$ cat src/hdl/npu_defs.svh
`ifndef NPU_DEFS_SVH
`define NPU_DEFS_SVH

// datapath widths
`define NPU_DATA_W        16
`define NPU_ADDR_W        10
`define NPU_BANK_W        2
`define NPU_OFFS_W        8
`define NPU_INST_W        64
`define NPU_DIM_W         4

// opcodes
`define NPU_OP_ADD        4'h1
`define NPU_OP_POOL       4'h8

// command queue
`define NPU_FIFO_DEPTH    4

// apb word address map
`define NPU_APB_DATA_BASE 12'h000
`define NPU_APB_INST_LO   12'h800
`define NPU_APB_INST_HI   12'h801
`define NPU_APB_STATUS    12'h802

`endif

$ cat src/hdl/npu_pkg.sv
`include "npu_defs.svh"

package npu_pkg;

    // add instruction layout
    typedef struct packed {
        logic [3:0]              opcode;
        logic [`NPU_ADDR_W-1:0] src1;
        logic [`NPU_ADDR_W-1:0] src2;
        logic [`NPU_ADDR_W-1:0] dest;
        logic [`NPU_DIM_W-1:0]  rows;
        logic [`NPU_DIM_W-1:0]  cols;
        logic [21:0]             rsvd;
    } npu_add_fields_t;

    // pool instruction layout, window sits where add keeps src2
    typedef struct packed {
        logic [3:0]              opcode;
        logic [`NPU_ADDR_W-1:0] src;
        logic [`NPU_DIM_W-1:0]  win_rows;
        logic [`NPU_DIM_W-1:0]  win_cols;
        logic [1:0]              rsvd_win;
        logic [`NPU_ADDR_W-1:0] dest;
        logic [`NPU_DIM_W-1:0]  rows;
        logic [`NPU_DIM_W-1:0]  cols;
        logic [21:0]             rsvd;
    } npu_pool_fields_t;

    typedef union packed {
        npu_add_fields_t  add;
        npu_pool_fields_t pool;
    } npu_inst_u;

endpackage

$ cat src/hdl/npu_cmd_fifo.sv
`timescale 1ns/1ps
`include "npu_defs.svh"

module npu_cmd_fifo
    import npu_pkg::*;
(
    input  logic      CLOCK_50,
    input  logic      reset,
    input  logic      in_valid,
    output logic      in_ready,
    input  npu_inst_u in_word,
    output logic      out_valid,
    input  logic      out_ready,
    output npu_inst_u out_word,
    output logic      empty
);
    localparam int DEPTH = `NPU_FIFO_DEPTH;
    localparam int PW    = $clog2(DEPTH);

    npu_inst_u     slots [DEPTH];
    logic [PW-1:0] wr_ptr;
    logic [PW-1:0] rd_ptr;
    logic [PW:0]   count;
    logic          push;
    logic          pop;

    assign in_ready  = count != DEPTH;
    assign out_valid = count != '0;
    assign empty     = count == '0;
    assign out_word  = slots[rd_ptr];
    assign push      = in_valid && in_ready;
    assign pop       = out_valid && out_ready;

    always_ff @(posedge CLOCK_50) begin
        if (reset) begin
            wr_ptr <= '0;
            rd_ptr <= '0;
            count  <= '0;
        end else begin
            if (push) begin
                wr_ptr <= wr_ptr + 1'b1;
            end
            if (pop) begin
                rd_ptr <= rd_ptr + 1'b1;
            end
            count <= count + push - pop;
        end
    end

    always_ff @(posedge CLOCK_50) begin
        if (push) begin
            slots[wr_ptr] <= in_word;
        end
    end

    // full queue holds its write pointer while the producer waits
    assert property (@(posedge CLOCK_50) disable iff (reset)
        (in_valid && count == DEPTH) |-> (wr_ptr == rd_ptr) ##1 (wr_ptr == $past(wr_ptr)))
        else $error("command queue accepted a push while full");

endmodule

$ cat config.mk
export PLATFORM = sky130hd
export DESIGN_NAME = npu_cmd_fifo
export DESIGN_NICKNAME = d
export VERILOG_FILES = /design/src/hdl/npu_pkg.sv /design/src/hdl/npu_cmd_fifo.sv
export VERILOG_INCLUDE_DIRS = /design/src /design/src/hdl
export SDC_FILE = /design/constraint.sdc
export NUM_CORES = 1
export LEC_CHECK = 0
export ABC_AREA = 1
export BUFFER_PORTS_ARGS = -buffer_cell sky130_fd_sc_hd__buf_4
export CORE_UTILIZATION = 45
export CTS_CLUSTER_DIAMETER = 120
export DETAILED_ROUTE_END_ITERATION = 6
export RECOVER_POWER = 25
export SYNTH_ARGS = -nofsm -noshare
export SYNTH_HDL_FRONTEND = slang
export SYNTH_SLANG_ARGS = --single-unit
$ cat constraint.sdc
create_clock -name CLOCK_50 -period 4.2 [get_ports CLOCK_50]
set_input_delay 0.63 -clock CLOCK_50 [delete_from_list [all_inputs] [get_ports CLOCK_50]]
set_output_delay 0.63 -clock CLOCK_50 [all_outputs]
set_load 0.005 [all_outputs]
After elaboration in Yosys (flattened, before gate mapping)
Memory sizes are Yosys's and may differ from the RTL's. A register that Yosys moved wholly into a read port is not among the register bits.
Index checks and enable logic that the tools add are counted.
- register bits: 7
- bits in latches: 0
- RAM bits: 256
- ROM bits: 0
- bits of input ports: 68
- output and inout port bits: 67
- memories kept: 1
- memories (memory ; words ; width ; read ports ; clocked after memory_dff ; wr ports ; RTL line ; RTL):
    slots ; 4 ; 64 ; 1 ; 1 ; 1 ; npu_cmd_fifo.sv:20 ; npu_inst_u slots [DEPTH];
- add/sub/neg operators: 4
- multipliers: 0
- div/mod/pow operators: 0
- $lt $le $gt $ge: 0
- equal/unequal tests: 1
- shift operators: 0
- mux-type cells: 4
- bitwise gates (word level): 0
- reduce and logical (&&, ||, !) cells: 4
- operator list (operator ; count):
    $add 2x1->2 const B ; 2
    $mux 2 ; 2
    $add 3x1->3 ; 1
    $logic_not 3->1 ; 1
    $ne 3x3->1 const B ; 1
    $reduce_bool 3->1 ; 1
    $sub 3x1->3 ; 1
    $logic_and 1x1->1 ; 2
    $mux 1 ; 2

Logic depth before layout (Yosys ltp)
Gate-level depths: netlist (run 1).
- depth after elaboration: 4
- depth in mapped cells: 11

Worst setup path after synthesis (run 1)
OpenSTA, ideal clock, no wires.
- path kind: input-to-reg
- start point: in in_valid
- end point: mem slots[0][0] (netlist bit), enable pin
- data arrival time: 3.426 ns
- data required time: 3.714 ns
- path slack: 0.288 ns
- stages on the path: 2
- path buffers: 0
- cell sequence: nand2_1 -> nor2_1
- longest elaborated chain between the ends: 3
- ends and longest elaborated chain (item ; RTL line ; RTL):
    start: declaration ; npu_cmd_fifo.sv:9 ; input logic in_valid,
    $logic_and 1x1->1 ; npu_cmd_fifo.sv:31 ; assign push = in_valid && in_ready;
    $mux 1 ; npu_cmd_fifo.sv:51 ; if (push) begin
    $mux 1 (implied by the code) ; npu_cmd_fifo.sv:52 ; slots[wr_ptr] <= in_word;
    end: declaration ; npu_cmd_fifo.sv:20 ;
No other way between the ends.

==> impl_metrics.json, run 1 <==
{
  "crit_slowest_cell": "dfxtp_4",
  "cts_setup_buffers": 0,
  "synth_xor_area_share_pct": 0,
  "synth_top_area_share_pct": 77.1,
  "gp_congestion": 0.768,
  "max_stage_delay_ps": 710,
  "syn2layout_area_growth_pct": 20.3,
  "dp_hpwl_um": 11600,
  "synth_warnings": 0,
  "clk_pin_slew_ps": 60,
  "synth-compound-area-share_pct": 10.8,
  "crit_family": "buffers and inverters",
  "cts_tree": "done",
  "post-synth-top-count-cell": "edfxtp_1",
  "peakVddDrop_mv": 0.349,
  "synth_enable_flop_cells": 256,
  "critPathMaxFanout": 74,
  "stdcell_area_mm2": 0.0120,
  "fin_ws_ps": 913,
  "n_antenna_cell": 0,
  "grt_pass1_wl_um": 31900,
  "path_cells": "buf_4 > o21ai_0 > o22ai_1 > buf_4",
  "synthAdderAreaFrac_pct": 0.953,
  "start_util_pct": 45.9,
  "die_area_mm2": 0.0228,
  "yosys.area_share.simple_pct": 5.95,
  "first_pass_iters": 4,
  "slew-limit-headroom_pct": 33.6,
  "utilization_pct": 55.1,
  "synth.area.top_cells": "edfxtp_1 (77%), nor2_1 (5.3%), o22ai_1 (4.0%), o21ai_0 (3.7%), o21ai_1 (2.8%)",
  "grt_antenna_before_repair": 1,
  "die_w_um": 151,
  "synth_top_family_by_area": "compound AO/OA/AOI/OAI gates",
  "ys_ff_latch": 265,
  "fin_crit_ps": 3290,
  "cts_resized": 0,
  "skew_ps": 7.09,
  "clock_path_buffers": 3,
  "htree_levels": 1,
  "worstHoldPathType": "in -> reg",
  "yosysTopAreaCell": "edfxtp_1",
  "synth-main-ff-cell": "edfxtp_1",
  "drc": 0,
  "muxShareOfSynthArea_pct": 0,
  "synth_nets": 761,
  "fin_nets": 893,
  "fin_crit_sh_pct": 78.3,
  "p_total_mw": 7.54,
  "port-buffer-count": 134,
  "cp.required_ps": 3570,
  "pre_cts_ws_ps": 1470,
  "ff_latch_area_mm2": 0.00787,
  "synth_seq_area_share_pct": 78.9,
  "dpl-instance-area_mm2": 0.0112,
  "routedWlPerCell_um": 19.1,
  "clk-insertion-delay-late_ps": 530,
  "arrival_ps": 2660,
  "maxCapViolations": 0,
  "fillCellCount": 1765,
  "antenna_left": 0,
  "async_reset_ff_share_pct": 0,
  "timing.fmax_ghz": 0.304,
  "finalSetupTns_ps": 0,
  "synth_common_cells": "edfxtp_1 (256), nor2_1 (142), o21ai_0 (73), o22ai_1 (64), o21ai_1 (56)",
  "grt_pass1_vias": 6043,
  "syn_avg_cell_area_um2": 14.5,
  "dp.cells": 1068,
  "path_class": "reg -> out",
  "die_h_um": 151,
  "power_density_mw_per_mm2": 629,
  "ctsHoldBuffers": 0,
  "cts_root_buf": "clkbuf_16",
  "grt.total_usage_pct": 18.7,
  "rows": 54,
  "leakagePower_nw": 4.15,
  "synth_area_mm2": 0.00998,
  "cts_made_buffers": 28,
  "whs_ps": 268,
  "rsz0062_at_grt": "false",
  "grt_max_degree": 75,
  "syn_inst": 686,
  "final_max_slew_viol_count": 0,
  "drive_gt1_share_pct": 17.8,
  "core_area_mm2": 0.0218,
  "wl_um": 21400,
  "viasPerCell": 5.41,
  "cp-end-kind": "output port",
  "io_pins": 135,
  "overflow": 0,
  "instances_no_fill": 1119,
  "outcome": "finished clean",
  "drtIter0Drc": 355,
  "clkSinkCount": 265,
  "multi_input_area_mm2": 0.00179,
  "crit_buf_inv": 2,
  "synth_cell_types": 20,
  "start_kind": "flip-flop",
  "tightest_slew_ps": 997,
  "finalSetupViolations": 0,
  "hold_viol_final": 0,
  "vias": 6056,
  "crit_path_frequent_cell": "buf_4"
}
==> flip-flops by register name (all words and copies together), names as in the netlist, named ones only <==
register	count
wr_ptr	2
count	3
slots	256
rd_ptr	2
==> power by group <==
group	internal (mW)	leakage [nW]	total (mW)	switching (mW)
Combinational	0.662	1.25	1.63	0.969
Clock	1.61	0.476	2.57	0.956
Sequential	3.22	2.42	3.34	0.119
Total	5.50	4.15	7.54	2.04
==> area by class of cell <==
cell class	count	area share [%]
clock buffer	32	6.14
clock inverter	19	1.99
inverter	18	0.584
multi-input combinational	362	14.9
sequential	265	65.6
tap	280	2.92
timing repair buffer	143	7.81
==> path summary, 6_finish.rpt <==
path,from,end,slack (ps),cells past startpoint
min reg2reg,rd_ptr[0],rd_ptr[0],500,2
max,flip-flop,out_word[8],910,4
max reg2reg,count[1],count[2],1830,10
min,reset,count[1],270,2
==> cells by family after synthesis <==
family	Yosys count
flip-flops	265
buffers and inverters	59
adder cells (fa/ha/maj)	7
AO/OA/AOI/OAI	198
AND/OR/NAND/NOR	157
==> cells in the final DEF (no fill, tap or decap) <==
cell type / synthesis / routed
a21boi_0: 1 / 1
a21oi_1: 4 / 4
buf_12: 0 / 2
buf_4: 6 / 98
bufinv_16: 0 / 6
clkbuf_1: 18 / 46
clkbuf_16: 0 / 29
clkinv_1: 1 / 7
clkinv_2: 0 / 5
clkinvlp_4: 0 / 1
dfxtp_1: 9 / 7
dfxtp_2: 0 / 1
dfxtp_4: 0 / 1
edfxtp_1: 256 / 256
fa_1: 1 / 1
ha_1: 6 / 6
inv_1: 16 / 16
inv_2: 1 / 1
inv_4: 0 / 1
nand2_1: 12 / 12
nand3_1: 3 / 3
nor2_1: 142 / 138
nor2_4: 0 / 4
o21ai_0: 73 / 73
o21ai_1: 56 / 56
o22ai_1: 64 / 64
==> metal layers <==
metal	share of wire (%)	routed length (µm)	vias up	global-route usage [%]
li1	-	-	2829	-
met3	7.6	1620	32	3.89
met1	41	8820	2988	24.3
met4	1.4	297	2	5.15
met5	0.051	11	-	0
met2	50	10600	205	31.7
(Power assumes the default switching activity.)
==> run 2, diff against run 1 <==
- PLACE_DENSITY: unset -> 0.67
- clock period: 4.2 -> 2.95 ns (I/O delays scaled with it)
==> impl_metrics.json, run 2 (synthesis gave the netlist of run 1 again) <==
{
  "grt_max_degree": 129,
  "grt.total_usage_pct": 17.6,
  "core_area_mm2": 0.0218,
  "pre_cts_ws_ps": 706,
  "fin_crit_sh_pct": 83.7,
  "ctsHoldBuffers": 0,
  "io_pins": 135,
  "viasPerCell": 5.34,
  "grt_pass1_vias": 5667,
  "clkSinkCount": 265,
  "grt_antenna_before_repair": 1,
  "final_common_cell": "edfxtp_1",
  "timing.fmax_ghz": 0.405,
  "start_util_pct": 45.9,
  "cts_setup_buffers": 0,
  "drc": 0,
  "die_w_um": 151,
  "regMostFlops": "slots",
  "worstHoldPathType": "in -> reg",
  "rows": 54,
  "htree_levels": 1,
  "drtIter0Drc": 370,
  "syn2layout_area_growth_pct": 20.0,
  "dp_hpwl_um": 11200,
  "path_class": "reg -> out",
  "grt_pass1_wl_um": 30400,
  "clk_pin_slew_ps": 60,
  "peakVddDrop_mv": 0.579,
  "start_kind": "flip-flop",
  "whs_ps": 89.9,
  "power_density_mw_per_mm2": 870,
  "wl_um": 20100,
  "n_antenna_cell": 0,
  "gp_congestion": 0.700,
  "die_area_mm2": 0.0228,
  "clock_path_buffers": 3,
  "cts_tree": "done",
  "skew_ps": 5.47,
  "port-buffer-count": 134,
  "cts_made_buffers": 27,
  "die_h_um": 151,
  "finalSetupViolations": 0,
  "reg_top3": "slots: 256 flops, count: 3 flops",
  "hold_viol_final": 0,
  "first_pass_iters": 5,
  "arrival_ps": 2030,
  "fin_nets": 897,
  "drive_gt1_share_pct": 18.1,
  "fin_ws_ps": 480,
  "fin_crit_ps": 2470,
  "instances_no_fill": 1121,
  "critPathMaxFanout": 128,
  "clk-insertion-delay-late_ps": 520,
  "rsz0062_at_grt": "false",
  "slew-limit-headroom_pct": 60.3,
  "layout_common_cells": "edfxtp_1 (256), nor2_1 (138), buf_4 (100), o21ai_0 (73), o22ai_1 (64)",
  "vias": 5986,
  "routedWlPerCell_um": 17.9,
  "antenna_left": 0,
  "cp-end-kind": "output port",
  "cts_resized": 0,
  "largest_reg_flops": 256,
  "cts_root_buf": "clkbuf_16",
  "outcome": "finished clean",
  "dp.cells": 1073,
  "cp.required_ps": 2510,
  "final_max_slew_viol_count": 0,
  "tightest_slew_ps": 596,
  "leakagePower_nw": 4.13,
  "overflow": 0,
  "maxCapViolations": 0
}
[run 2: changes by cell type in the layout (fill, tap and decap cells not counted)]
cell       change
clkinv_1       -2
buf_12         +3
bufinv_16      -2
clkinv_2       +1
buf_4          +2
clkinv_4       +1
clkbuf_1       +1
clkbuf_16      -2
[run 2: final timing paths]
kind	startpoint	to	slack, ps	cells past startpoint
worst min-delay path	reset	count[1]	90	2
worst max-delay path	flip-flop	out_word[43]	480	4
worst max register to register	count[1]	count[2]	660	10
worst min register to register	rd_ptr[0]	flip-flop	480	2
[run 2: report_power, final]
group	switching (mW)	leakage, nW	internal [mW]	total [mW]
clock network	1.33	0.430	2.02	3.35
registers	0.108	2.42	4.59	4.69
logic	1.40	1.29	0.972	2.37
total	2.84	4.13	7.58	10.4
[run 2: layout make-up]
type	instances	area, µm²
Timing Repair Buffer	148	1010
Tap cell	280	350
Clock buffer	31	691
Clock inverter	17	185
Fill cell	1810	9780
Sequential cell	265	7870
Multi-Input combinational cell	362	1790
Inverter	18	70.1
[run 2: worst max-delay path: stages, from the launching register on]
cell     delay (ps)
dfxtp_4         370
buf_12          350
o21ai_0         230
o22ai_1         280
buf_4           160
[run 2: stage by stage]
stage	power, mW	area, µm²	setup TNS, ps	util [%]
3_5_place_dp	7.20	11300	0	51.7
4_1_cts	10.6	12100	0	55.8
2_1_floorplan	6.09	9980	-245130	-
6_report	10.4	12000	0	55.0
5_1_grt	10.9	12000	0	55.0
3_3_place_gp	7.15	11300	0	51.7
[run 2: per-layer routing]
metal  global-route usage (%)  wire length (µm)
met1                     24.9              8880
met2                     27.5              9400
met3                     3.86              1520
met4                     4.70               294
met5                        0                11
