`src/hdl/npu_defs.svh`:
```
`ifndef NPU_DEFS_SVH
`define NPU_DEFS_SVH

// datapath widths
`define NPU_DATA_W        16
`define NPU_ADDR_W        10
`define NPU_BANK_W        2
`define NPU_OFFS_W        8
`define NPU_INST_W        64
`define NPU_DIM_W         4

// opcodes
`define NPU_OP_ADD        4'h1
`define NPU_OP_POOL       4'h8

// command queue
`define NPU_FIFO_DEPTH    4

// apb word address map
`define NPU_APB_DATA_BASE 12'h000
`define NPU_APB_INST_LO   12'h800
`define NPU_APB_INST_HI   12'h801
`define NPU_APB_STATUS    12'h802

`endif

```
`src/hdl/npu_pkg.sv`:
```
`include "npu_defs.svh"

package npu_pkg;

    // add instruction layout
    typedef struct packed {
        logic [3:0]              opcode;
        logic [`NPU_ADDR_W-1:0] src1;
        logic [`NPU_ADDR_W-1:0] src2;
        logic [`NPU_ADDR_W-1:0] dest;
        logic [`NPU_DIM_W-1:0]  rows;
        logic [`NPU_DIM_W-1:0]  cols;
        logic [21:0]             rsvd;
    } npu_add_fields_t;

    // pool instruction layout, window sits where add keeps src2
    typedef struct packed {
        logic [3:0]              opcode;
        logic [`NPU_ADDR_W-1:0] src;
        logic [`NPU_DIM_W-1:0]  win_rows;
        logic [`NPU_DIM_W-1:0]  win_cols;
        logic [1:0]              rsvd_win;
        logic [`NPU_ADDR_W-1:0] dest;
        logic [`NPU_DIM_W-1:0]  rows;
        logic [`NPU_DIM_W-1:0]  cols;
        logic [21:0]             rsvd;
    } npu_pool_fields_t;

    typedef union packed {
        npu_add_fields_t  add;
        npu_pool_fields_t pool;
    } npu_inst_u;

endpackage

```
`src/hdl/npu_mem_if.sv`:
```
`timescale 1ns/1ps
`include "npu_defs.svh"

// one serial memory port, read data one cycle after the request
interface npu_mem_if;
    logic                   req;
    logic                   we;
    logic [`NPU_ADDR_W-1:0] addr;
    logic [`NPU_DATA_W-1:0] wdata;
    logic [`NPU_DATA_W-1:0] rdata;

    modport requester (output req, output we, output addr, output wdata, input rdata);
    modport memory (input req, input we, input addr, input wdata, output rdata);
endinterface

```
`src/hdl/npu_matrix_engine.sv`:
```
`timescale 1ns/1ps
`include "npu_defs.svh"

module npu_matrix_engine
    import npu_pkg::*;
(
    input  logic         CLOCK_50,
    input  logic         reset,
    input  logic         cmd_valid,
    output logic         cmd_ready,
    input  npu_inst_u    cmd_word,
    npu_mem_if.requester eng_mem,
    output logic         busy
);
    localparam logic [2:0] S_IDLE    = 3'd0;
    localparam logic [2:0] S_ADD_RD1 = 3'd1;
    localparam logic [2:0] S_ADD_RD2 = 3'd2;
    localparam logic [2:0] S_ADD_WR  = 3'd3;
    localparam logic [2:0] S_POOL_RD = 3'd4;
    localparam logic [2:0] S_POOL_WR = 3'd5;

    logic [2:0]               state;
    npu_inst_u                cmd_q;
    logic [2*`NPU_DIM_W-1:0]  dst_q;
    logic [2*`NPU_DIM_W-1:0]  n_elem;
    logic [`NPU_DIM_W-1:0]    base_r;
    logic [`NPU_DIM_W-1:0]    base_c;
    logic [1:0]               wr_q;
    logic [1:0]               wc_q;
    logic [`NPU_DATA_W-1:0]   acc_q;
    logic [`NPU_DATA_W-1:0]   pool_max;
    logic                     rd_vld;
    logic [2*`NPU_DIM_W:0]    pool_offs;
    logic [`NPU_DIM_W+1:0]    next_c_end;
    logic [`NPU_DIM_W+1:0]    next_r_end;
    logic                     win_last;
    logic                     add_last;

    assign cmd_ready = state == S_IDLE;
    assign busy      = state != S_IDLE;

    // --------------------------------------------------------------------------
    // address arithmetic
    // --------------------------------------------------------------------------
    assign n_elem   = cmd_q.add.rows * cmd_q.add.cols;
    assign add_last = dst_q == n_elem - 1'b1;

    // source element of the window at (base_r + wr, base_c + wc)
    assign pool_offs  = (base_r + wr_q) * cmd_q.pool.cols + base_c + wc_q;
    assign next_c_end = base_c + cmd_q.pool.win_cols + cmd_q.pool.win_cols;
    assign next_r_end = base_r + cmd_q.pool.win_rows + cmd_q.pool.win_rows;
    assign win_last   = (wr_q == cmd_q.pool.win_rows - 1'b1)
                     && (wc_q == cmd_q.pool.win_cols - 1'b1);
    assign pool_max   = (eng_mem.rdata > acc_q) ? eng_mem.rdata : acc_q;

    always_comb begin
        eng_mem.req   = busy;
        eng_mem.we    = (state == S_ADD_WR) || (state == S_POOL_WR);
        eng_mem.wdata = (state == S_ADD_WR) ? acc_q + eng_mem.rdata : pool_max;
        case (state)
            S_ADD_RD1: eng_mem.addr = cmd_q.add.src1 + dst_q;
            S_ADD_RD2: eng_mem.addr = cmd_q.add.src2 + dst_q;
            S_ADD_WR:  eng_mem.addr = cmd_q.add.dest + dst_q;
            S_POOL_RD: eng_mem.addr = cmd_q.pool.src + pool_offs;
            default:   eng_mem.addr = cmd_q.pool.dest + dst_q;
        endcase
    end

    // --------------------------------------------------------------------------
    // sequencer
    // --------------------------------------------------------------------------
    always_ff @(posedge CLOCK_50) begin
        if (reset) begin
            state  <= S_IDLE;
            dst_q  <= '0;
            base_r <= '0;
            base_c <= '0;
            wr_q   <= '0;
            wc_q   <= '0;
            rd_vld <= 1'b0;
        end else begin
            rd_vld <= state == S_POOL_RD;
            case (state)
                S_IDLE: begin
                    dst_q  <= '0;
                    base_r <= '0;
                    base_c <= '0;
                    wr_q   <= '0;
                    wc_q   <= '0;
                    if (cmd_valid) begin
                        state <= (cmd_word.add.opcode == `NPU_OP_ADD) ? S_ADD_RD1 : S_POOL_RD;
                    end
                end
                S_ADD_RD1: state <= S_ADD_RD2;
                S_ADD_RD2: state <= S_ADD_WR;
                S_ADD_WR: begin
                    dst_q <= dst_q + 1'b1;
                    state <= add_last ? S_IDLE : S_ADD_RD1;
                end
                S_POOL_RD: begin
                    // scan the window row by row
                    if (win_last) begin
                        wr_q  <= '0;
                        wc_q  <= '0;
                        state <= S_POOL_WR;
                    end else if (wc_q == cmd_q.pool.win_cols - 1'b1) begin
                        wc_q <= '0;
                        wr_q <= wr_q + 1'b1;
                    end else begin
                        wc_q <= wc_q + 1'b1;
                    end
                end
                S_POOL_WR: begin
                    dst_q <= dst_q + 1'b1;
                    state <= S_POOL_RD;
                    // partial windows at the edge are skipped
                    if (next_c_end > cmd_q.pool.cols) begin
                        base_c <= '0;
                        base_r <= base_r + cmd_q.pool.win_rows;
                        if (next_r_end > cmd_q.pool.rows) begin
                            state <= S_IDLE;
                        end
                    end else begin
                        base_c <= base_c + cmd_q.pool.win_cols;
                    end
                end
                default: state <= S_IDLE;
            endcase
        end
    end

    // command and running result
    always_ff @(posedge CLOCK_50) begin
        if (cmd_ready && cmd_valid) begin
            cmd_q <= cmd_word;
        end
        if (state == S_ADD_RD2) begin
            acc_q <= eng_mem.rdata;
        end else if (state == S_POOL_RD && rd_vld) begin
            acc_q <= pool_max;
        end else if (state != S_POOL_RD) begin
            acc_q <= '0;
        end
    end

    // destination writes stay inside the running command
    assert property (@(posedge CLOCK_50) disable iff (reset)
        eng_mem.we |-> busy && (dst_q < n_elem))
        else $error("engine wrote memory outside a command");

endmodule

```
`src/flat_wrapper.sv`:
```
// flat-port wrapper written by rule: the top's interface ports become plain ports
module npu_matrix_engine_flat import npu_pkg::*;
  (CLOCK_50, reset, cmd_valid, cmd_ready, cmd_word, busy, eng_mem_req, eng_mem_we, eng_mem_addr, eng_mem_wdata, eng_mem_rdata);
  npu_mem_if eng_mem_i ();
  input  logic CLOCK_50;
  input  logic reset;
  input  logic cmd_valid;
  output logic cmd_ready;
  input  npu_inst_u cmd_word;
  output logic busy;
  output wire logic [$bits(eng_mem_i.req)-1:0] eng_mem_req;
  output wire logic [$bits(eng_mem_i.we)-1:0] eng_mem_we;
  output wire logic [$bits(eng_mem_i.addr)-1:0] eng_mem_addr;
  output wire logic [$bits(eng_mem_i.wdata)-1:0] eng_mem_wdata;
  input wire logic [$bits(eng_mem_i.rdata)-1:0] eng_mem_rdata;
  assign eng_mem_req = eng_mem_i.req;
  assign eng_mem_we = eng_mem_i.we;
  assign eng_mem_addr = eng_mem_i.addr;
  assign eng_mem_wdata = eng_mem_i.wdata;
  assign eng_mem_i.rdata = eng_mem_rdata;
  npu_matrix_engine u_core (.CLOCK_50(CLOCK_50), .reset(reset), .cmd_valid(cmd_valid), .cmd_ready(cmd_ready), .cmd_word(cmd_word), .eng_mem(eng_mem_i), .busy(busy));
endmodule
```
`config.mk`:
```
export PLATFORM = sky130hd
export DESIGN_NAME = npu_matrix_engine_flat
export DESIGN_NICKNAME = d
export VERILOG_FILES = /design/src/hdl/npu_pkg.sv /design/src/hdl/npu_mem_if.sv /design/src/hdl/npu_matrix_engine.sv /design/src/flat_wrapper.sv
export VERILOG_INCLUDE_DIRS = /design/src /design/src/hdl
export SDC_FILE = /design/constraint.sdc
export NUM_CORES = 1
export LEC_CHECK = 0
export BUFFER_PORTS_ARGS = -buffer_cell sky130_fd_sc_hd__buf_2
export CAP_MARGIN = 20
export CORE_UTILIZATION = 50
export DETAILED_ROUTE_END_ITERATION = 10
export PLACE_DENSITY = 0.77
export SLEW_MARGIN = 20
export SYNTH_ARGS = -nofsm -noshare
export SYNTH_HDL_FRONTEND = slang
export SYNTH_SLANG_ARGS = --single-unit
```
`constraint.sdc`:
```
create_clock -name CLOCK_50 -period 6.34 [get_ports CLOCK_50]
set_clock_uncertainty 0.15 [all_clocks]
set_input_delay 0.951 -clock CLOCK_50 [delete_from_list [all_inputs] [get_ports CLOCK_50]]
set_output_delay 0.951 -clock CLOCK_50 [all_outputs]
set_load 0.02 [all_outputs]
```
---- Word level (Yosys, flattened, before mapping) ----
Index checks and enable logic that the tools add are counted.
word-level totals
  register bits after elaboration ......... 100
  latch bits .............................. 0
  bits in writable memories ............... 0
  bits in read-only memories .............. 0
  input port bits ......................... 83
  logic and storage cells ................. 86
  memories ................................ 0
cells by class
  add/sub/neg operators ................... 20
  $mul .................................... 2
  div/mod/pow operators ................... 0
  order comparisons ....................... 3
  equal/unequal tests ..................... 14
  shift-type cells ........................ 0
  muxes and demuxes ....................... 24
  bitwise operators ....................... 0
  reduce and logical (&&, ||, !) cells .... 14
operators with widths
  kind                 count
  $mux 16              5
  $add 10x8->10        3
  $pmux 10 s3          1
  $pmux 3 s6           1
  $add 16x16->16       1
  $gt 16x16->1         1
  $pmux 4 s2           2
  $pmux 8 s2           1
  $mux 3               5
  $add 5x4->6          2
  $gt 6x4->1           2
  $add 10x9->10        1
  $add 4x4->5          2
  $add 9x2->9          1
  $add 9x4->9          1
  $mul 5x4->9          1
  $add 4x4->4          2
  $add 8x1->8 const B  1
  $eq 2x4->1           2
  $eq 8x8->1           1
  $mul 4x4->8          1
  $mux 2               4
  $mux 4               2
  $pmux 2 s2           2
  other kinds (20)     32

---- Depth between registers and ports, before layout ----
  depth in word-level cells ............... 6
  mapped depth ............................ 24
  depth with buffers taken out ............ 24

---- Worst setup path after synthesis ----
Ideal clock, no wire load.
  path kind ............................... register to output
  from .................................... register u_core.wr_q[0]
  to ...................................... output port eng_mem_addr[9]
  arrival time ............................ 5.173 ns
  required time ........................... 5.239 ns
  path slack .............................. 0.066 ns
  cell stages (with the launch flop) ...... 23
  path buffers ............................ 0
  path through ............................ dfxtp_1 -> ha_1 -> fa_1 -> xor2_1 -> nand2_1 -> fa_1 -> fa_1 -> fa_1 -> inv_1 -> ha_1 -> a21oi_1 -> nor2b_1 -> o21a_1 -> nor2_1 -> xor2_1 -> o21ai_0 -> ha_1 -> or2_2 -> o311ai_0 -> o21ai_0 -> xor2_1 -> nand2_1 -> o21ai_0
between the ends
  cells in the longest elaborated chain, start to end .. 6
RTL lines
  element                 RTL line                  text
  start, declared         npu_matrix_engine.sv:28   logic [1:0] wr_q;
  start signal, assigned  npu_matrix_engine.sv:108  wr_q <= wr_q + 1'b1;
  $add 4x2->5             npu_matrix_engine.sv:49   assign pool_offs = (base_r + wr_q) * cmd_q.pool.cols + base_c + wc_q;
  $mul 5x4->9             npu_matrix_engine.sv:49
  $add 9x4->9             npu_matrix_engine.sv:49
  $add 9x2->9             npu_matrix_engine.sv:49
  $add 10x9->10           npu_matrix_engine.sv:64   S_POOL_RD: eng_mem.addr = cmd_q.pool.src + pool_offs;
  $pmux 10 s3             npu_matrix_engine.sv:60   case (state)
  end, declared           flat_wrapper.sv:13        output wire logic [$bits(eng_mem_i.addr)-1:0] eng_mem_addr;
Every way passes these cells.

---- Worst setup path after layout ----
  from .................................... register u_core.base_r[0]
  to ...................................... output port eng_mem_addr[9]
between the ends
  cells in the longest elaborated chain, start to end .. 6
RTL lines
  element                 RTL line                  text
  start, declared         npu_matrix_engine.sv:26   logic [`NPU_DIM_W-1:0] base_r;
  start signal, assigned  npu_matrix_engine.sv:119  base_r <= base_r + cmd_q.pool.win_rows;
  $add 4x2->5             npu_matrix_engine.sv:49
  $mul 5x4->9             npu_matrix_engine.sv:49
  $add 9x4->9             npu_matrix_engine.sv:49
  $add 9x2->9             npu_matrix_engine.sv:49
  $add 10x9->10           npu_matrix_engine.sv:64
  $pmux 10 s3             npu_matrix_engine.sv:60
Every way passes these cells.

==> results.yml <==
routing:
  wirelength_um: 18000
  drc: 4
  ant_nets: 0
  first_pass_iters: 7
  wl_per_cell_um: 16.3
  initialDrtViolationCount: 344
  viasPerCell: 5.62
  vias: 6199
sta:
  setup_tns_ns: -0.0708
  min_period_ns: 6.41
  worst_pin_slew_ns: 1.07
  worst_slack_ns: -0.0708
  report.final.slew_viol_count: 0
  slew_headroom: 0.281
  setup_viol: 1
  max_freq_mhz: 156
  rsz0062_at_grt: "yes"
  fin_crit_sh: 1.01
  hold_viol: 0
logic_synthesis:
  mappedNetlistArea_mm2: 0.00759
  synth_warnings: 0
  syn_area_per_cell_um2: 9.38
  async_flop_share: 0
  seq_area_frac_synth: 0.277
  syn-num-nets: 1024
  synth-seq-cells: 78
  yosys.cell_types.count: 64
  synth_edf_count: 54
  synth-main-ff-cell: "edfxtp_1"
  syn_inst: 810
die:
  die_area_mm2: 0.0157
  pin_count: 113
  die_h_um: 125
  floorplan.initialDensity: 0.517
  core_mm2: 0.0147
  die_w_um: 125
  rows: 44
placement:
  place_area_mm2: 0.00835
  dp_cells: 1084
  hpwlAfterDp_um: 13200
  routabilityCongestion: 0.892
  io_buffers: 90
status:
  violations: "DRC, setup timing"
  status: "finished with violations"
clock_network:
  clk_path_buf_depth: 2
  cts_root_buf: "clkbuf_16"
  cts_max_level: 3
  cts_sinks: 78
  clkTransAtPathRegs_ns: 0.06
  worstSkewPairLatency_ns: 0.35
  cts_tree: "built"
  cts_hold_buf: 0
  cts_made_buffers: 9
hold_path:
  min_path_type: "reg2reg"
setup_path:
  cp.arrival_ns: 5.31
  cp_max_fo: 3
  worst_setup_path_start_kind: "flop"
  critPathKind: "reg2out"
  required_ns: 5.24
  end_kind: "output port"
layout:
  final_cell_mix: "ha_1 (101), buf_2 (87), inv_1 (83)"
  areaGrowthSynthToFinish_pct: 17.0
  post-route-util: 0.604
  antennaDiodeCount: 0
  nets: 1128
  drive_above_1_share: 0.206
  final_common_cell: "ha_1"
  instances_no_fill: 1103
  fillers: 1261
  fin_area_mm2: 0.00888
global_route:
  track_usage: 0.238
  grt_pass1_vias: 6184
  antenna_found_initial: 0
  grt_remaining_overflow: 0
  grt_start_max_net_pins: 39
  grt_first_pass_wirelength_um: 29600
power_and_ir_drop:
  peakVddDrop_v: 0.000197
  leakage_nw: 4.11
  total_power_mw: 2.26
  powerDensity_mw_per_mm2: 254
job:
  drv_cap: 0
## Yosys cell counts, drive strengths merged (8+ instances only)
| cell | n | area (um^2) |
|---|---|---|
| nand2 | 55 | 206 |
| o21ai | 38 | 190 |
| edfxtp | 54 | 1620 |
| a21o | 13 | 97.6 |
| mux2 | 16 | 180 |
| mux2i | 24 | 240 |
| and2 | 20 | 125 |
| xor2 | 28 | 245 |
| nand3b | 8 | 60.1 |
| fa | 23 | 460 |
| dfxtp | 24 | 480 |
| a21oi | 53 | 265 |
| nor2b | 15 | 93.8 |
| ha | 108 | 1350 |
| xnor2 | 37 | 324 |
| clkbuf | 16 | 60.1 |
| nor2 | 54 | 205 |
| inv | 85 | 319 |
| a22o | 15 | 131 |
| nand4 | 11 | 68.8 |
| nor3 | 11 | 55.1 |
## power by group
part / internal [mW] / switching [mW]
Sequential: 0.621 / 0.0696
Clock: 0.349 / 0.213
Combinational: 0.420 / 0.583
Total: 1.39 / 0.866
## stage by stage
stage	hold slack, ns	worst slack (ns)
6_report	0.388	-0.0708
5_1_grt	0.417	-0.318
4_1_cts	0.378	-0.205
3_5_place_dp	0.368	-0.258
3_3_place_gp	0.348	-0.171
2_1_floorplan	0.331	0.0659
## area by class of cell
cell class | count | area, um^2 | area share
tap | 184 | 230 | 0.0259
clock buffer | 13 | 282 | 0.0317
inverter | 85 | 319 | 0.0359
multi-input combinational | 624 | 5240 | 0.590
timing repair buffer | 116 | 664 | 0.0748
clock inverter | 3 | 38.8 | 0.00437
sequential | 78 | 2100 | 0.237
## logic make-up after synthesis
family	share of synthesized area
xor+xnor	0.0750
fa+ha+maj	0.239
simple gates	0.143
buf+inv	0.0565
mux	0.0554
compound gates	0.155
flops	0.277
## routing by layer
layer  up-vias  wire length (um)  GRT usage
li1       3071                 -          -
met4         0               297     0.0782
met1      2968              8030      0.302
met5         -                 0          0
met3        24               793     0.0449
met2       136              8880      0.409
## repair_timing
| action | CTS | global route |
|---|---|---|
| setup buffers | 2 | 2 |
| resized for setup | 33 | 12 |
| pin swaps | 21 | 13 |
| setup endpoints to repair | 5 | 5 |
| hold endpoints to repair | 0 | 0 |
## sequential cells by signal, indices dropped and copies added (netlist names)
name and cells:
u_core.cmd_q 38, u_core.base_r 4, u_core.dst_q 8, u_core.acc_q 16
u_core.wc_q 2, u_core.base_c 4, u_core.wr_q 2, u_core.rd_vld 1
u_core.state 3
## worst max-delay path: stages, from the launching register on
cell     delay (ns)
dfxtp_2        0.34
ha_4           0.16
fa_2           0.54
nand2_2        0.06
fa_1           0.52
fa_1           0.42
fa_1           0.51
inv_2          0.05
ha_4           0.23
a21oi_2        0.16
nor2b_1        0.07
o21a_1         0.20
buf_6          0.12
o41ai_4        0.20
xor2_1         0.22
nor2_1         0.07
ha_1           0.36
nand2_1        0.06
o21ai_1        0.15
xor2_1         0.16
nand2_1        0.09
o21ai_2        0.11
buf_6          0.13
## worst paths after layout
check | startpoint | to | slack, ns | depth (start not counted)
worst min register to register | u_core.base_c[3] | u_core.base_c[3] | 0.39 | 2
worst max register to register | u_core.cmd_q[24] | u_core.state[0] | 2.69 | 14
worst max-delay path | u_core.base_r[0] | eng_mem_addr[9] | -0.07 | 22
worst min-delay path | u_core.base_c[3] | u_core.base_c[3] | 0.39 | 2
(Power assumes the default switching activity.)
