==> src/hdl/npu_defs.svh <==
`ifndef NPU_DEFS_SVH
`define NPU_DEFS_SVH

// datapath widths
`define NPU_DATA_W        16
`define NPU_ADDR_W        10
`define NPU_BANK_W        2
`define NPU_OFFS_W        8
`define NPU_INST_W        64
`define NPU_DIM_W         4

// opcodes
`define NPU_OP_ADD        4'h1
`define NPU_OP_POOL       4'h8

// command queue
`define NPU_FIFO_DEPTH    4

// apb word address map
`define NPU_APB_DATA_BASE 12'h000
`define NPU_APB_INST_LO   12'h800
`define NPU_APB_INST_HI   12'h801
`define NPU_APB_STATUS    12'h802

`endif

==> src/hdl/npu_pkg.sv <==
`include "npu_defs.svh"

package npu_pkg;

    // add instruction layout
    typedef struct packed {
        logic [3:0]              opcode;
        logic [`NPU_ADDR_W-1:0] src1;
        logic [`NPU_ADDR_W-1:0] src2;
        logic [`NPU_ADDR_W-1:0] dest;
        logic [`NPU_DIM_W-1:0]  rows;
        logic [`NPU_DIM_W-1:0]  cols;
        logic [21:0]             rsvd;
    } npu_add_fields_t;

    // pool instruction layout, window sits where add keeps src2
    typedef struct packed {
        logic [3:0]              opcode;
        logic [`NPU_ADDR_W-1:0] src;
        logic [`NPU_DIM_W-1:0]  win_rows;
        logic [`NPU_DIM_W-1:0]  win_cols;
        logic [1:0]              rsvd_win;
        logic [`NPU_ADDR_W-1:0] dest;
        logic [`NPU_DIM_W-1:0]  rows;
        logic [`NPU_DIM_W-1:0]  cols;
        logic [21:0]             rsvd;
    } npu_pool_fields_t;

    typedef union packed {
        npu_add_fields_t  add;
        npu_pool_fields_t pool;
    } npu_inst_u;

endpackage

==> src/hdl/npu_mem_if.sv <==
`timescale 1ns/1ps
`include "npu_defs.svh"

// one serial memory port, read data one cycle after the request
interface npu_mem_if;
    logic                   req;
    logic                   we;
    logic [`NPU_ADDR_W-1:0] addr;
    logic [`NPU_DATA_W-1:0] wdata;
    logic [`NPU_DATA_W-1:0] rdata;

    modport requester (output req, output we, output addr, output wdata, input rdata);
    modport memory (input req, input we, input addr, input wdata, output rdata);
endinterface

==> src/hdl/npu_host_port.sv <==
`timescale 1ns/1ps
`include "npu_defs.svh"

module npu_host_port
    import npu_pkg::*;
(
    input  logic         CLOCK_50,
    input  logic         reset,
    input  logic         psel,
    input  logic         penable,
    input  logic         pwrite,
    input  logic [11:0]  paddr,
    input  logic [31:0]  pwdata,
    output logic [31:0]  prdata,
    output logic         pready,
    output logic         pslverr,
    npu_mem_if.requester host_mem,
    output logic         cmd_valid,
    input  logic         cmd_ready,
    output npu_inst_u    cmd_word,
    input  logic         fifo_empty,
    input  logic         engine_busy
);
    logic                   access;
    logic                   sel_data;
    logic                   sel_lo;
    logic                   sel_hi;
    logic                   sel_stat;
    logic                   sys_busy;
    logic                   inst_ok;
    logic [`NPU_INST_W-1:0] inst_bits;
    npu_inst_u              inst;
    logic [31:0]            inst_lo_q;
    logic                   reject_q;
    logic                   busy_q;
    logic                   rd_pend_q;
    logic [3:0]             done_cnt_q;

    // --------------------------------------------------------------------------
    // address decode
    // --------------------------------------------------------------------------
    assign access   = psel && penable;
    assign sel_data = (paddr & 12'hC00) == `NPU_APB_DATA_BASE;
    assign sel_lo   = paddr == `NPU_APB_INST_LO;
    assign sel_hi   = paddr == `NPU_APB_INST_HI;
    assign sel_stat = paddr == `NPU_APB_STATUS;
    assign pslverr  = access && !(sel_data || sel_lo || sel_hi || sel_stat);

    // queued or running work blocks the data window
    assign sys_busy = !fifo_empty || engine_busy;

    // --------------------------------------------------------------------------
    // instruction check
    // --------------------------------------------------------------------------
    assign inst_bits = {pwdata, inst_lo_q};
    assign inst      = inst_bits;

    always_comb begin
        case (inst.add.opcode)
            `NPU_OP_ADD:
                inst_ok = (inst.add.rows != '0) && (inst.add.cols != '0);
            `NPU_OP_POOL:
                inst_ok = (inst.pool.rows != '0) && (inst.pool.cols != '0)
                    && (inst.pool.win_rows != '0) && (inst.pool.win_cols != '0)
                    && (inst.pool.win_rows <= 4'd3) && (inst.pool.win_cols <= 4'd3)
                    && (inst.pool.win_rows <= inst.pool.rows)
                    && (inst.pool.win_cols <= inst.pool.cols);
            default:
                inst_ok = 1'b0;
        endcase
    end

    assign cmd_word  = inst;
    assign cmd_valid = access && pwrite && sel_hi && inst_ok;

    // --------------------------------------------------------------------------
    // data window and apb response
    // --------------------------------------------------------------------------
    assign host_mem.req   = access && sel_data && !sys_busy && !rd_pend_q;
    assign host_mem.we    = pwrite;
    assign host_mem.addr  = paddr[`NPU_ADDR_W-1:0];
    assign host_mem.wdata = pwdata[`NPU_DATA_W-1:0];

    always_comb begin
        pready = 1'b0;
        if (access) begin
            if (sel_data) begin
                // reads finish once the registered data is back
                pready = pwrite ? !sys_busy : rd_pend_q;
            end else if (sel_hi && pwrite) begin
                pready = !inst_ok || cmd_ready;
            end else begin
                pready = 1'b1;
            end
        end
    end

    always_comb begin
        prdata = '0;
        if (sel_data) begin
            prdata = {{(32 - `NPU_DATA_W){1'b0}}, host_mem.rdata};
        end else if (sel_lo) begin
            prdata = inst_lo_q;
        end else if (sel_stat) begin
            prdata = {24'b0, done_cnt_q, 2'b0, reject_q, sys_busy};
        end
    end

    // --------------------------------------------------------------------------
    // status and staging registers
    // --------------------------------------------------------------------------
    always_ff @(posedge CLOCK_50) begin
        if (reset) begin
            reject_q   <= 1'b0;
            busy_q     <= 1'b0;
            rd_pend_q  <= 1'b0;
            done_cnt_q <= '0;
        end else begin
            busy_q    <= engine_busy;
            rd_pend_q <= host_mem.req && !pwrite;
            // one completion per falling edge of engine busy
            if (busy_q && !engine_busy) begin
                done_cnt_q <= done_cnt_q + 1'b1;
            end
            if (access && pwrite && sel_hi && !inst_ok) begin
                reject_q <= 1'b1;
            end else if (access && pwrite && sel_stat && pwdata[1]) begin
                reject_q <= 1'b0;
            end
        end
    end

    always_ff @(posedge CLOCK_50) begin
        if (access && pwrite && sel_lo) begin
            inst_lo_q <= pwdata;
        end
    end

endmodule

==> src/flat_wrapper.sv <==
// flat-port wrapper written by rule: the top's interface ports become plain ports
module npu_host_port_flat import npu_pkg::*;
  (CLOCK_50, reset, psel, penable, pwrite, paddr, pwdata, prdata, pready, pslverr, cmd_valid, cmd_ready, cmd_word, fifo_empty, engine_busy, host_mem_req, host_mem_we, host_mem_addr, host_mem_wdata, host_mem_rdata);
  npu_mem_if host_mem_i ();
  input  logic CLOCK_50;
  input  logic reset;
  input  logic psel;
  input  logic penable;
  input  logic pwrite;
  input  logic [11:0] paddr;
  input  logic [31:0] pwdata;
  output logic [31:0] prdata;
  output logic pready;
  output logic pslverr;
  output logic cmd_valid;
  input  logic cmd_ready;
  output npu_inst_u cmd_word;
  input  logic fifo_empty;
  input  logic engine_busy;
  output wire logic [$bits(host_mem_i.req)-1:0] host_mem_req;
  output wire logic [$bits(host_mem_i.we)-1:0] host_mem_we;
  output wire logic [$bits(host_mem_i.addr)-1:0] host_mem_addr;
  output wire logic [$bits(host_mem_i.wdata)-1:0] host_mem_wdata;
  input wire logic [$bits(host_mem_i.rdata)-1:0] host_mem_rdata;
  assign host_mem_req = host_mem_i.req;
  assign host_mem_we = host_mem_i.we;
  assign host_mem_addr = host_mem_i.addr;
  assign host_mem_wdata = host_mem_i.wdata;
  assign host_mem_i.rdata = host_mem_rdata;
  npu_host_port u_core (.CLOCK_50(CLOCK_50), .reset(reset), .psel(psel), .penable(penable), .pwrite(pwrite), .paddr(paddr), .pwdata(pwdata), .prdata(prdata), .pready(pready), .pslverr(pslverr), .host_mem(host_mem_i), .cmd_valid(cmd_valid), .cmd_ready(cmd_ready), .cmd_word(cmd_word), .fifo_empty(fifo_empty), .engine_busy(engine_busy));
endmodule
==> config.mk <==
export PLATFORM = sky130hd
export DESIGN_NAME = npu_host_port_flat
export DESIGN_NICKNAME = d
export VERILOG_FILES = /design/src/hdl/npu_pkg.sv /design/src/hdl/npu_mem_if.sv /design/src/hdl/npu_host_port.sv /design/src/flat_wrapper.sv
export VERILOG_INCLUDE_DIRS = /design/src /design/src/hdl
export SDC_FILE = /design/constraint.sdc
export NUM_CORES = 1
export LEC_CHECK = 0
export BUFFER_PORTS_ARGS = -buffer_cell sky130_fd_sc_hd__buf_2
export CORE_MARGIN = 1.5
export CORE_UTILIZATION = 40
export DETAILED_ROUTE_END_ITERATION = 6
export PLACE_DENSITY = 0.92
export SKIP_LAST_GASP = 1
export SYNTH_ARGS = -nofsm -noshare
export SYNTH_HDL_FRONTEND = slang
export SYNTH_SLANG_ARGS = --single-unit
==> constraint.sdc <==
create_clock -name CLOCK_50 -period 3.5 [get_ports CLOCK_50]
set_input_delay 0.525 -clock CLOCK_50 [delete_from_list [all_inputs] [get_ports CLOCK_50]]
set_output_delay 0.525 -clock CLOCK_50 [all_outputs]
set_load 0.05 [all_outputs]
======== Word level (Yosys, flattened, before mapping) ========
Index checks and enable logic that the tools add are counted.
storage, ports and cells
  register bits after elaboration ......... 39
cells by class
  $add $sub $neg .......................... 1
  order comparisons ....................... 4
  equal/unequal tests ..................... 5
  mux-type cells .......................... 10
  reduce and logical (&&, ||, !) cells .... 40
operators with widths
  kind                                                             number
  2-to-1 mux 32 bit                                                2
  equality test 12 bit (second input constant)                     3
  logical AND 1 bit                                                22
  nonzero test 4 bit                                               4
  zero test 12 bit                                                 1
  less-or-equal comparator 4 x 2 -> 1 bit (second input constant)  2
  less-or-equal comparator 4 bit                                   2
  2-to-1 mux 8 bit                                                 1
  zero test 1 bit                                                  7
  2-to-1 mux 1 bit                                                 6
  logical OR 1 bit                                                 5
  adder 4 x 1 -> 4 bit (second input constant)                     1
  equality test 4 x 1 -> 1 bit (second input constant)             1
  equality test 4 bit (second input constant)                      1
  case mux 1 bit (2 select lines)                                  1
  nonzero test 2 bit                                               1

======== Longest topological paths before layout ========
Gate-level depths: netlist (run 1).
  depth in word-level cells ............... 14
  gate-level depth with buffers ........... 7

======== Worst setup path before layout (run 1) ========
Ideal clock, no wire load.
  path type ............................... in2out
  from .................................... input port paddr[3]
  to ...................................... output port prdata[23]
  arrival time ............................ 2639 ps
  slack ................................... 336 ps
  stages .................................. 3
  cells stage by stage .................... nor4_1 > nand4b_2 > nor4_1
on the way
  word-level cells in the longest chain between the ends .. 3
RTL lines
  element                         RTL line              source
  start: declaration              flat_wrapper.sv:10    input logic [11:0] paddr;
  equality test 12 bit (no line)  -
  2-to-1 mux 32 bit               npu_host_port.sv:102  end else if (sel_lo) begin
  2-to-1 mux 32 bit               npu_host_port.sv:100  if (sel_data) begin
  end: declaration                flat_wrapper.sv:12    output logic [31:0] prdata;
No other way between the ends.

======== Worst setup path after layout (run 1) ========
  from .................................... register u_core.inst_lo_q[28]
  to ...................................... output port cmd_valid
on the way
  word-level cells in the longest chain between the ends .. 10
RTL lines
  element                              RTL line                                  source
  start: declaration                   npu_host_port.sv:33                       logic [31:0] inst_lo_q;
  start signal: assignment             npu_host_port.sv:135                      inst_lo_q <= pwdata;
  nonzero test 4 bit                   npu_host_port.sv:61, npu_host_port.sv:63
  logical AND 1 bit                    npu_host_port.sv:61, npu_host_port.sv:63
  logical AND 1 bit (2 in a row)       npu_host_port.sv:64                       && (inst.pool.win_rows != '0) && (inst.pool.win_cols != '0)
  logical AND 1 bit (2 in a row)       npu_host_port.sv:65                       && (inst.pool.win_rows <= 4'd3) && (inst.pool.win_cols <= 4'd3)
  logical AND 1 bit                    npu_host_port.sv:66                       && (inst.pool.win_rows <= inst.pool.rows)
  logical AND 1 bit                    npu_host_port.sv:67                       && (inst.pool.win_cols <= inst.pool.cols);
  case mux 1 bit (2 select lines) (*)  npu_host_port.sv:59                       case (inst.add.opcode)
  logical AND 1 bit (*)                npu_host_port.sv:74                       assign cmd_valid = access && pwrite && sel_hi && inst_ok;
  end: declaration                     flat_wrapper.sv:15                        output logic cmd_valid;
Every way passes the cells marked *; elsewhere a longest branch is shown, timed or not.

==> metrics.yaml, run 1 <==
finalSetupViolCount: 0
period_share: 0.9020
synthArstFlopShare: 0
ant_nets: 0
crit_arrival_ps: 2630
synth_top_family_by_area: "buffers and inverters"
netlist_top_cells_area: "edfxtp_1 40%, buf_4 18%, dfxtp_1 5.8%, ha_1 4.6%, a22o_1 3.2%"
grt_pass1_wl_um: 9632
coreArea_um2: 5886
synth_area_per_cell_um2: 10.88
antenna_found_initial: 0
tightest_slew_ps: 586.9
power_density_nw_per_um2: 367.3
finClkSkew_ps: 5.194
place_ws_ps: 491.3
synth_top_area_frac: 0.3959
drt_iter0_markers: 82
diodes: 0
rsz0062_at_grt: "false"
synthFlopType: "edfxtp_1"
hp-class: "input port to flip-flop"
synth_compound_area_frac: 0.09227
utilization: 0.5351
grt_pass1_vias: 2073
cts_setup_buffers: 0
remaining_drc_errors: 0
die-area_um2: 6545
cts_htree_levels: 2
maxSlewViolCount: 0
postCtsHoldBufs: 0
end_kind: "output pin"
ios: 195
die_height_um: 80.90
cts_made_buffers: 5
fin_ws_ps: 343.0
cp_max_fo: 3
highest_layer: "met4"
worstSkewPairLatency_ps: 280
synthAdderAreaFrac: 0.04639
power_leakage_nw: 1.625
synth_xor_area_frac: 0.01082
cts_tree: "done"
synth-seq-cells: 39
final_cell_mix: "194 x buf_2, 32 x edfxtp_1, 10 x and2_2"
wl_um: 6638
startpoint_type: "flip-flop"
grt_usage: 0.1948
synth_top_cell_by_area: "edfxtp_1"
path_class: "flip-flop to output pin"
clockRootBuffer: "clkbuf_8"
required_ps: 2970
final_common_cell: "buf_2"
layout-drive-gt1-share: 0.6088
port_buffers: 194
synthSimpleGateAreaFrac: 0.1582
clk_pin_slew_ps: 70
cts_sinks: 39
syn_nets: 300
grt_overflow: 0
nNetsFinal: 440
stdcell_count: 438
viasPerCell: 4.938
final_cell_area_um2: 3149
final_hold_viol_count: 0
gp_congestion: 0.7797
fmax_mhz: 316.8
post_cts_resized: 0
fin_setup_tns_ps: 0
dieWidth_um: 80.90
synth_edf_count: 32
synth.distinct_cells: 47
synth_cells: 223
met1Wirelength_um: 2609
max_cap_viol_count: 0
cts.path.max_buffers: 2
placed_cell_area_um2: 3047
wl_per_cell_um: 15.16
vias: 2163
drtPass1Iterations: 4
initial_core_util: 0.4124
wl_met2_um: 3530
dpl.cell_count: 431
met3_length_um: 460
relSlewSlack: 0.6032
period_minus_slack_ps: 3157
grt_max_degree: 33
area_growth_pct: 29.74
dp_hpwl_um: 5354
peakVddDrop_mv: 0.2450
synthMuxAreaShare: 0.02887
ys_warn_count: 0
syn_area_um2: 2427
rows: 28
yosysSeqAreaShare: 0.4536
status: "completed"
==> layout make-up <==
| type | instances | area [um^2] |
|---|---|---|
| inverter | 9 | 33.78 |
| clock inverter | 1 | 30.03 |
| tap | 75 | 93.84 |
| clock buffer | 6 | 72.57 |
| sequential | 39 | 1101 |
| timing repair buffer | 198 | 1001 |
| fill | 534 | 2736 |
| multi-input combinational | 110 | 817.0 |
==> routing by layer <==
layer | vias to the layer above | track usage
met5 | - | 0
met4 | 0 | 0.05862
met3 | 4 | 0.03933
met2 | 114 | 0.3625
met1 | 1019 | 0.2228
li1 | 1026 | -
==> sequential cells by signal (all words and copies together) (netlist names) <==
name,flops
u_core.busy_q,1
u_core.done_cnt_q,4
u_core.inst_lo_q,32
u_core.rd_pend_q,1
u_core.reject_q,1
==> critical path, cell delays in order, from the launching register on <==
cell and delay, ps:
edfxtp_1 420, inv_1 120, ha_1 250, and3_1 200
a221oi_1 290, a211oi_1 100, nor4_2 530, and2b_1 190
buf_2 250
==> synthesized netlist by cell type (2+ instances only) <==
cell / count
nand4_1: 3
xor2_1: 2
edfxtp_1: 32
and3_1: 2
and2_2: 10
or4_1: 2
nand2_1: 8
a21oi_1: 5
nor4_1: 9
inv_1: 9
buf_4: 59
nor4b_1: 2
ha_1: 9
nor2_1: 7
dfxtp_1: 7
o21ai_0: 7
clkbuf_1: 3
nor2b_1: 4
a22o_1: 9
mux2i_1: 7
==> final timing paths <==
kind                                     start                           endpoint  slack [ps]  cells after the start
min reg2reg  u_core.done_cnt_q[3]$_SDFFE_PP0P_  u_core.done_cnt_q[3]$_SDFFE_PP0P_         530                      2
max             u_core.inst_lo_q[28]$_DFFE_PP_                          cmd_valid         340                      8
max reg2reg     u_core.inst_lo_q[28]$_DFFE_PP_       u_core.reject_q$_SDFFE_PP0P_        1350                      7
min                                 pwdata[20]     u_core.inst_lo_q[20]$_DFFE_PP_         430                      1
==> power by group <==
part,internal (mW),total [mW],switching [mW]
registers,0.502,0.503,0.00122
clock network,0.209,0.355,0.146
logic,0.0747,0.299,0.224
==> cells by family (layout without fill, tap and decap cells) <==
group	Yosys count	count (layout)
AO/OA/AOI/OAI	32	32
XOR/XNOR	3	3
adder cells (fa/ha/maj)	9	9
buffers and inverters	74	214
flip-flops	39	39
multiplexers	7	7
AND/OR/NAND/NOR	59	59
==> metrics by stage <==
stage	hold slack, ps	power (mW)
after floorplan	478.8	0.7621
after global placement	500.0	0.8083
final	429.8	1.157
after global routing	411.2	1.207
after detailed placement	509.3	0.8129
after CTS	419.8	1.171
Power figures use the tool's default switching activity.
==> run 2, diff against run 1 <==
RECOVER_POWER = 25   (was default)
==> metrics.yaml, run 2 (same netlist as run 1, synthesis figures left out) <==
power_density_nw_per_um2: 370.8  # +0.93%
cts.path.max_buffers: 2  # unchanged
n_fill_cell: 554  # +3.7%
gp_congestion: 0.7797  # unchanged
die_height_um: 80.90  # unchanged
die-area_um2: 6545  # unchanged
final_hold_viol_count: 0  # unchanged
fin_setup_tns_ps: 0  # unchanged
tightest_slew_ps: 579.1  # -7.764 ps
relSlewSlack: 0.6085  # +0.005249
fmax_mhz: 316.4  # -0.11%
grt_overflow: 0  # unchanged
drt_iter0_markers: 93  # +13%
crit_chain: "inv_1, ha_1, and3_1, a221oi_1, a211oi_1, nor4_2, and2b_1, buf_2"
required_ps: 2970  # about the same
nNetsFinal: 440  # unchanged
wl_per_cell_um: 15.18  # +0.15%
antenna_found_initial: 0  # unchanged
cp_slowest_stage_delay_ps: 530  # about the same
clk_pin_slew_ps: 70  # about the same
vias: 2150  # -0.60%
rsz0062_at_grt: "false"
layout-drive-gt1-share: 0.5096  # -0.09917
power_leakage_nw: 1.526  # -6.1%
grt_pass1_wl_um: 9632  # unchanged
worst_hold_slack_ps: 431.5  # +1.699 ps
clockRootBuffer: "clkbuf_8"
wl_um: 6648  # +0.15%
post_cts_resized: 0  # unchanged
final_cell_mix: "158 x buf_2, 37 x clkbuf_1, 32 x edfxtp_1"
final_common_cell: "buf_2"
max_cap_viol_count: 0  # unchanged
initial_core_util: 0.4124  # unchanged
worstSkewPairLatency_ps: 280  # about the same
worstSetupPathDepth: 8  # unchanged
power.total_mw: 1.151  # -0.51%
cp_max_fo: 3  # unchanged
top_regs: "u_core.inst_lo_q: 32 flops, u_core.done_cnt_q: 4 flops"
period_share: 0.9030  # +0.0009640
finalSetupViolCount: 0  # unchanged
postCtsHoldBufs: 0  # unchanged
end_kind: "output pin"
cp_num_buf_inv: 2  # unchanged
hp-class: "input port to flip-flop"
reg2reg_depth: 7  # unchanged
diodes: 0  # unchanged
maxSlewViolCount: 0  # unchanged
dp_hpwl_um: 5354  # unchanged
r2r_start: "u_core.inst_lo_q[28]$_DFFE_PP_"
port_buffers: 194  # unchanged
dieWidth_um: 80.90  # unchanged
grt_pass1_vias: 2073  # unchanged
crit_family: "simple AND/OR/NAND/NOR gates"
startpoint_type: "flip-flop"
viasPerCell: 4.909  # -0.60%
finClkSkew_ps: 4.416  # -0.7780 ps
peakVddDrop_mv: 0.2432  # -0.71%
area_growth_pct: 27.89
cts_setup_buffers: 0  # unchanged
cts_tree: "done"
hold_path_depth: 1  # unchanged
crit_arrival_ps: 2640  # about the same
period_minus_slack_ps: 3160  # +3.374 ps
rows: 28  # unchanged
ios: 195  # unchanged
drtPass1Iterations: 4  # unchanged
remaining_drc_errors: 0  # unchanged
hold_start: "pwdata[27]"
grt_max_degree: 33  # unchanged
regMostFlops: "u_core.inst_lo_q"
coreArea_um2: 5886  # unchanged
status: "completed"
r2r_setup_slack_ps: 1350  # about the same
cts_htree_levels: 2  # unchanged
largest_reg_flops: 32  # unchanged
grt_usage: 0.1948  # unchanged
ant_nets: 0  # unchanged
cpMaxStageDelayCell: "nor4_2"
path_class: "flip-flop to output pin"
cts_made_buffers: 5  # unchanged
min_to: "u_core.inst_lo_q[27]$_DFFE_PP_"
cts_sinks: 39  # unchanged
r2r_end: "u_core.reject_q$_SDFFE_PP0P_"
-- run 2: changes by cell type in the layout (fill, tap and decap cells not counted), sizes merged --
cell	before	now
clkbuf	6	42
buf	198	162
-- run 2: how the worst max path moves through the flow --
stage / endpoint / from / slack [ps]
final: cmd_valid / u_core.inst_lo_q[28]$_DFFE_PP_ / 340
after global routing: cmd_valid / u_core.inst_lo_q[28]$_DFFE_PP_ / 170
after CTS: cmd_valid / u_core.inst_lo_q[28]$_DFFE_PP_ / 350
after detailed placement: cmd_valid / pwdata[16] / 490
after global placement: cmd_valid / pwdata[16] / 510
after floorplan: prdata[23] / paddr[3] / 340
-- run 2: area by class of cell --
type | count | area (um^2) | share of cell area
Inverter | 9 | 33.78 | 0.01088
Multi-Input combinational cell | 110 | 817.0 | 0.2632
Timing Repair Buffer | 198 | 955.9 | 0.3079
Tap cell | 75 | 93.84 | 0.03023
Clock inverter | 1 | 30.03 | 0.009674
Sequential cell | 39 | 1101 | 0.3547
Clock buffer | 6 | 72.57 | 0.02338
-- run 2: layer usage --
metal  track usage  up-vias  part of all wire  wire (um)
met5             0        -                 0          0
met2        0.3625      109              0.53       3536
met1        0.2228     1013              0.40       2636
met3       0.03933        4             0.065        433
met4       0.05862        0            0.0062         41
li1              -     1024                 -          -
-- run 2: through the flow --
step | setup slack [ps] | instances | instance area (um^2) | util
after global placement | 507.4 | 431 | 3047 | 0.5176
after detailed placement | 491.3 | 431 | 3047 | 0.5176
after CTS | 351.4 | 438 | 3149 | 0.5351
after floorplan | 336.5 | 223 | 2427 | -
final | 339.6 | 438 | 3104 | 0.5274
after global routing | 174.9 | 438 | 3104 | 0.5274
-- run 2: power breakdown --
group          switching [mW]  total, mW  internal (mW)
clock network           0.146      0.355          0.209
registers             0.00122      0.503          0.502
logic                   0.224      0.293         0.0685
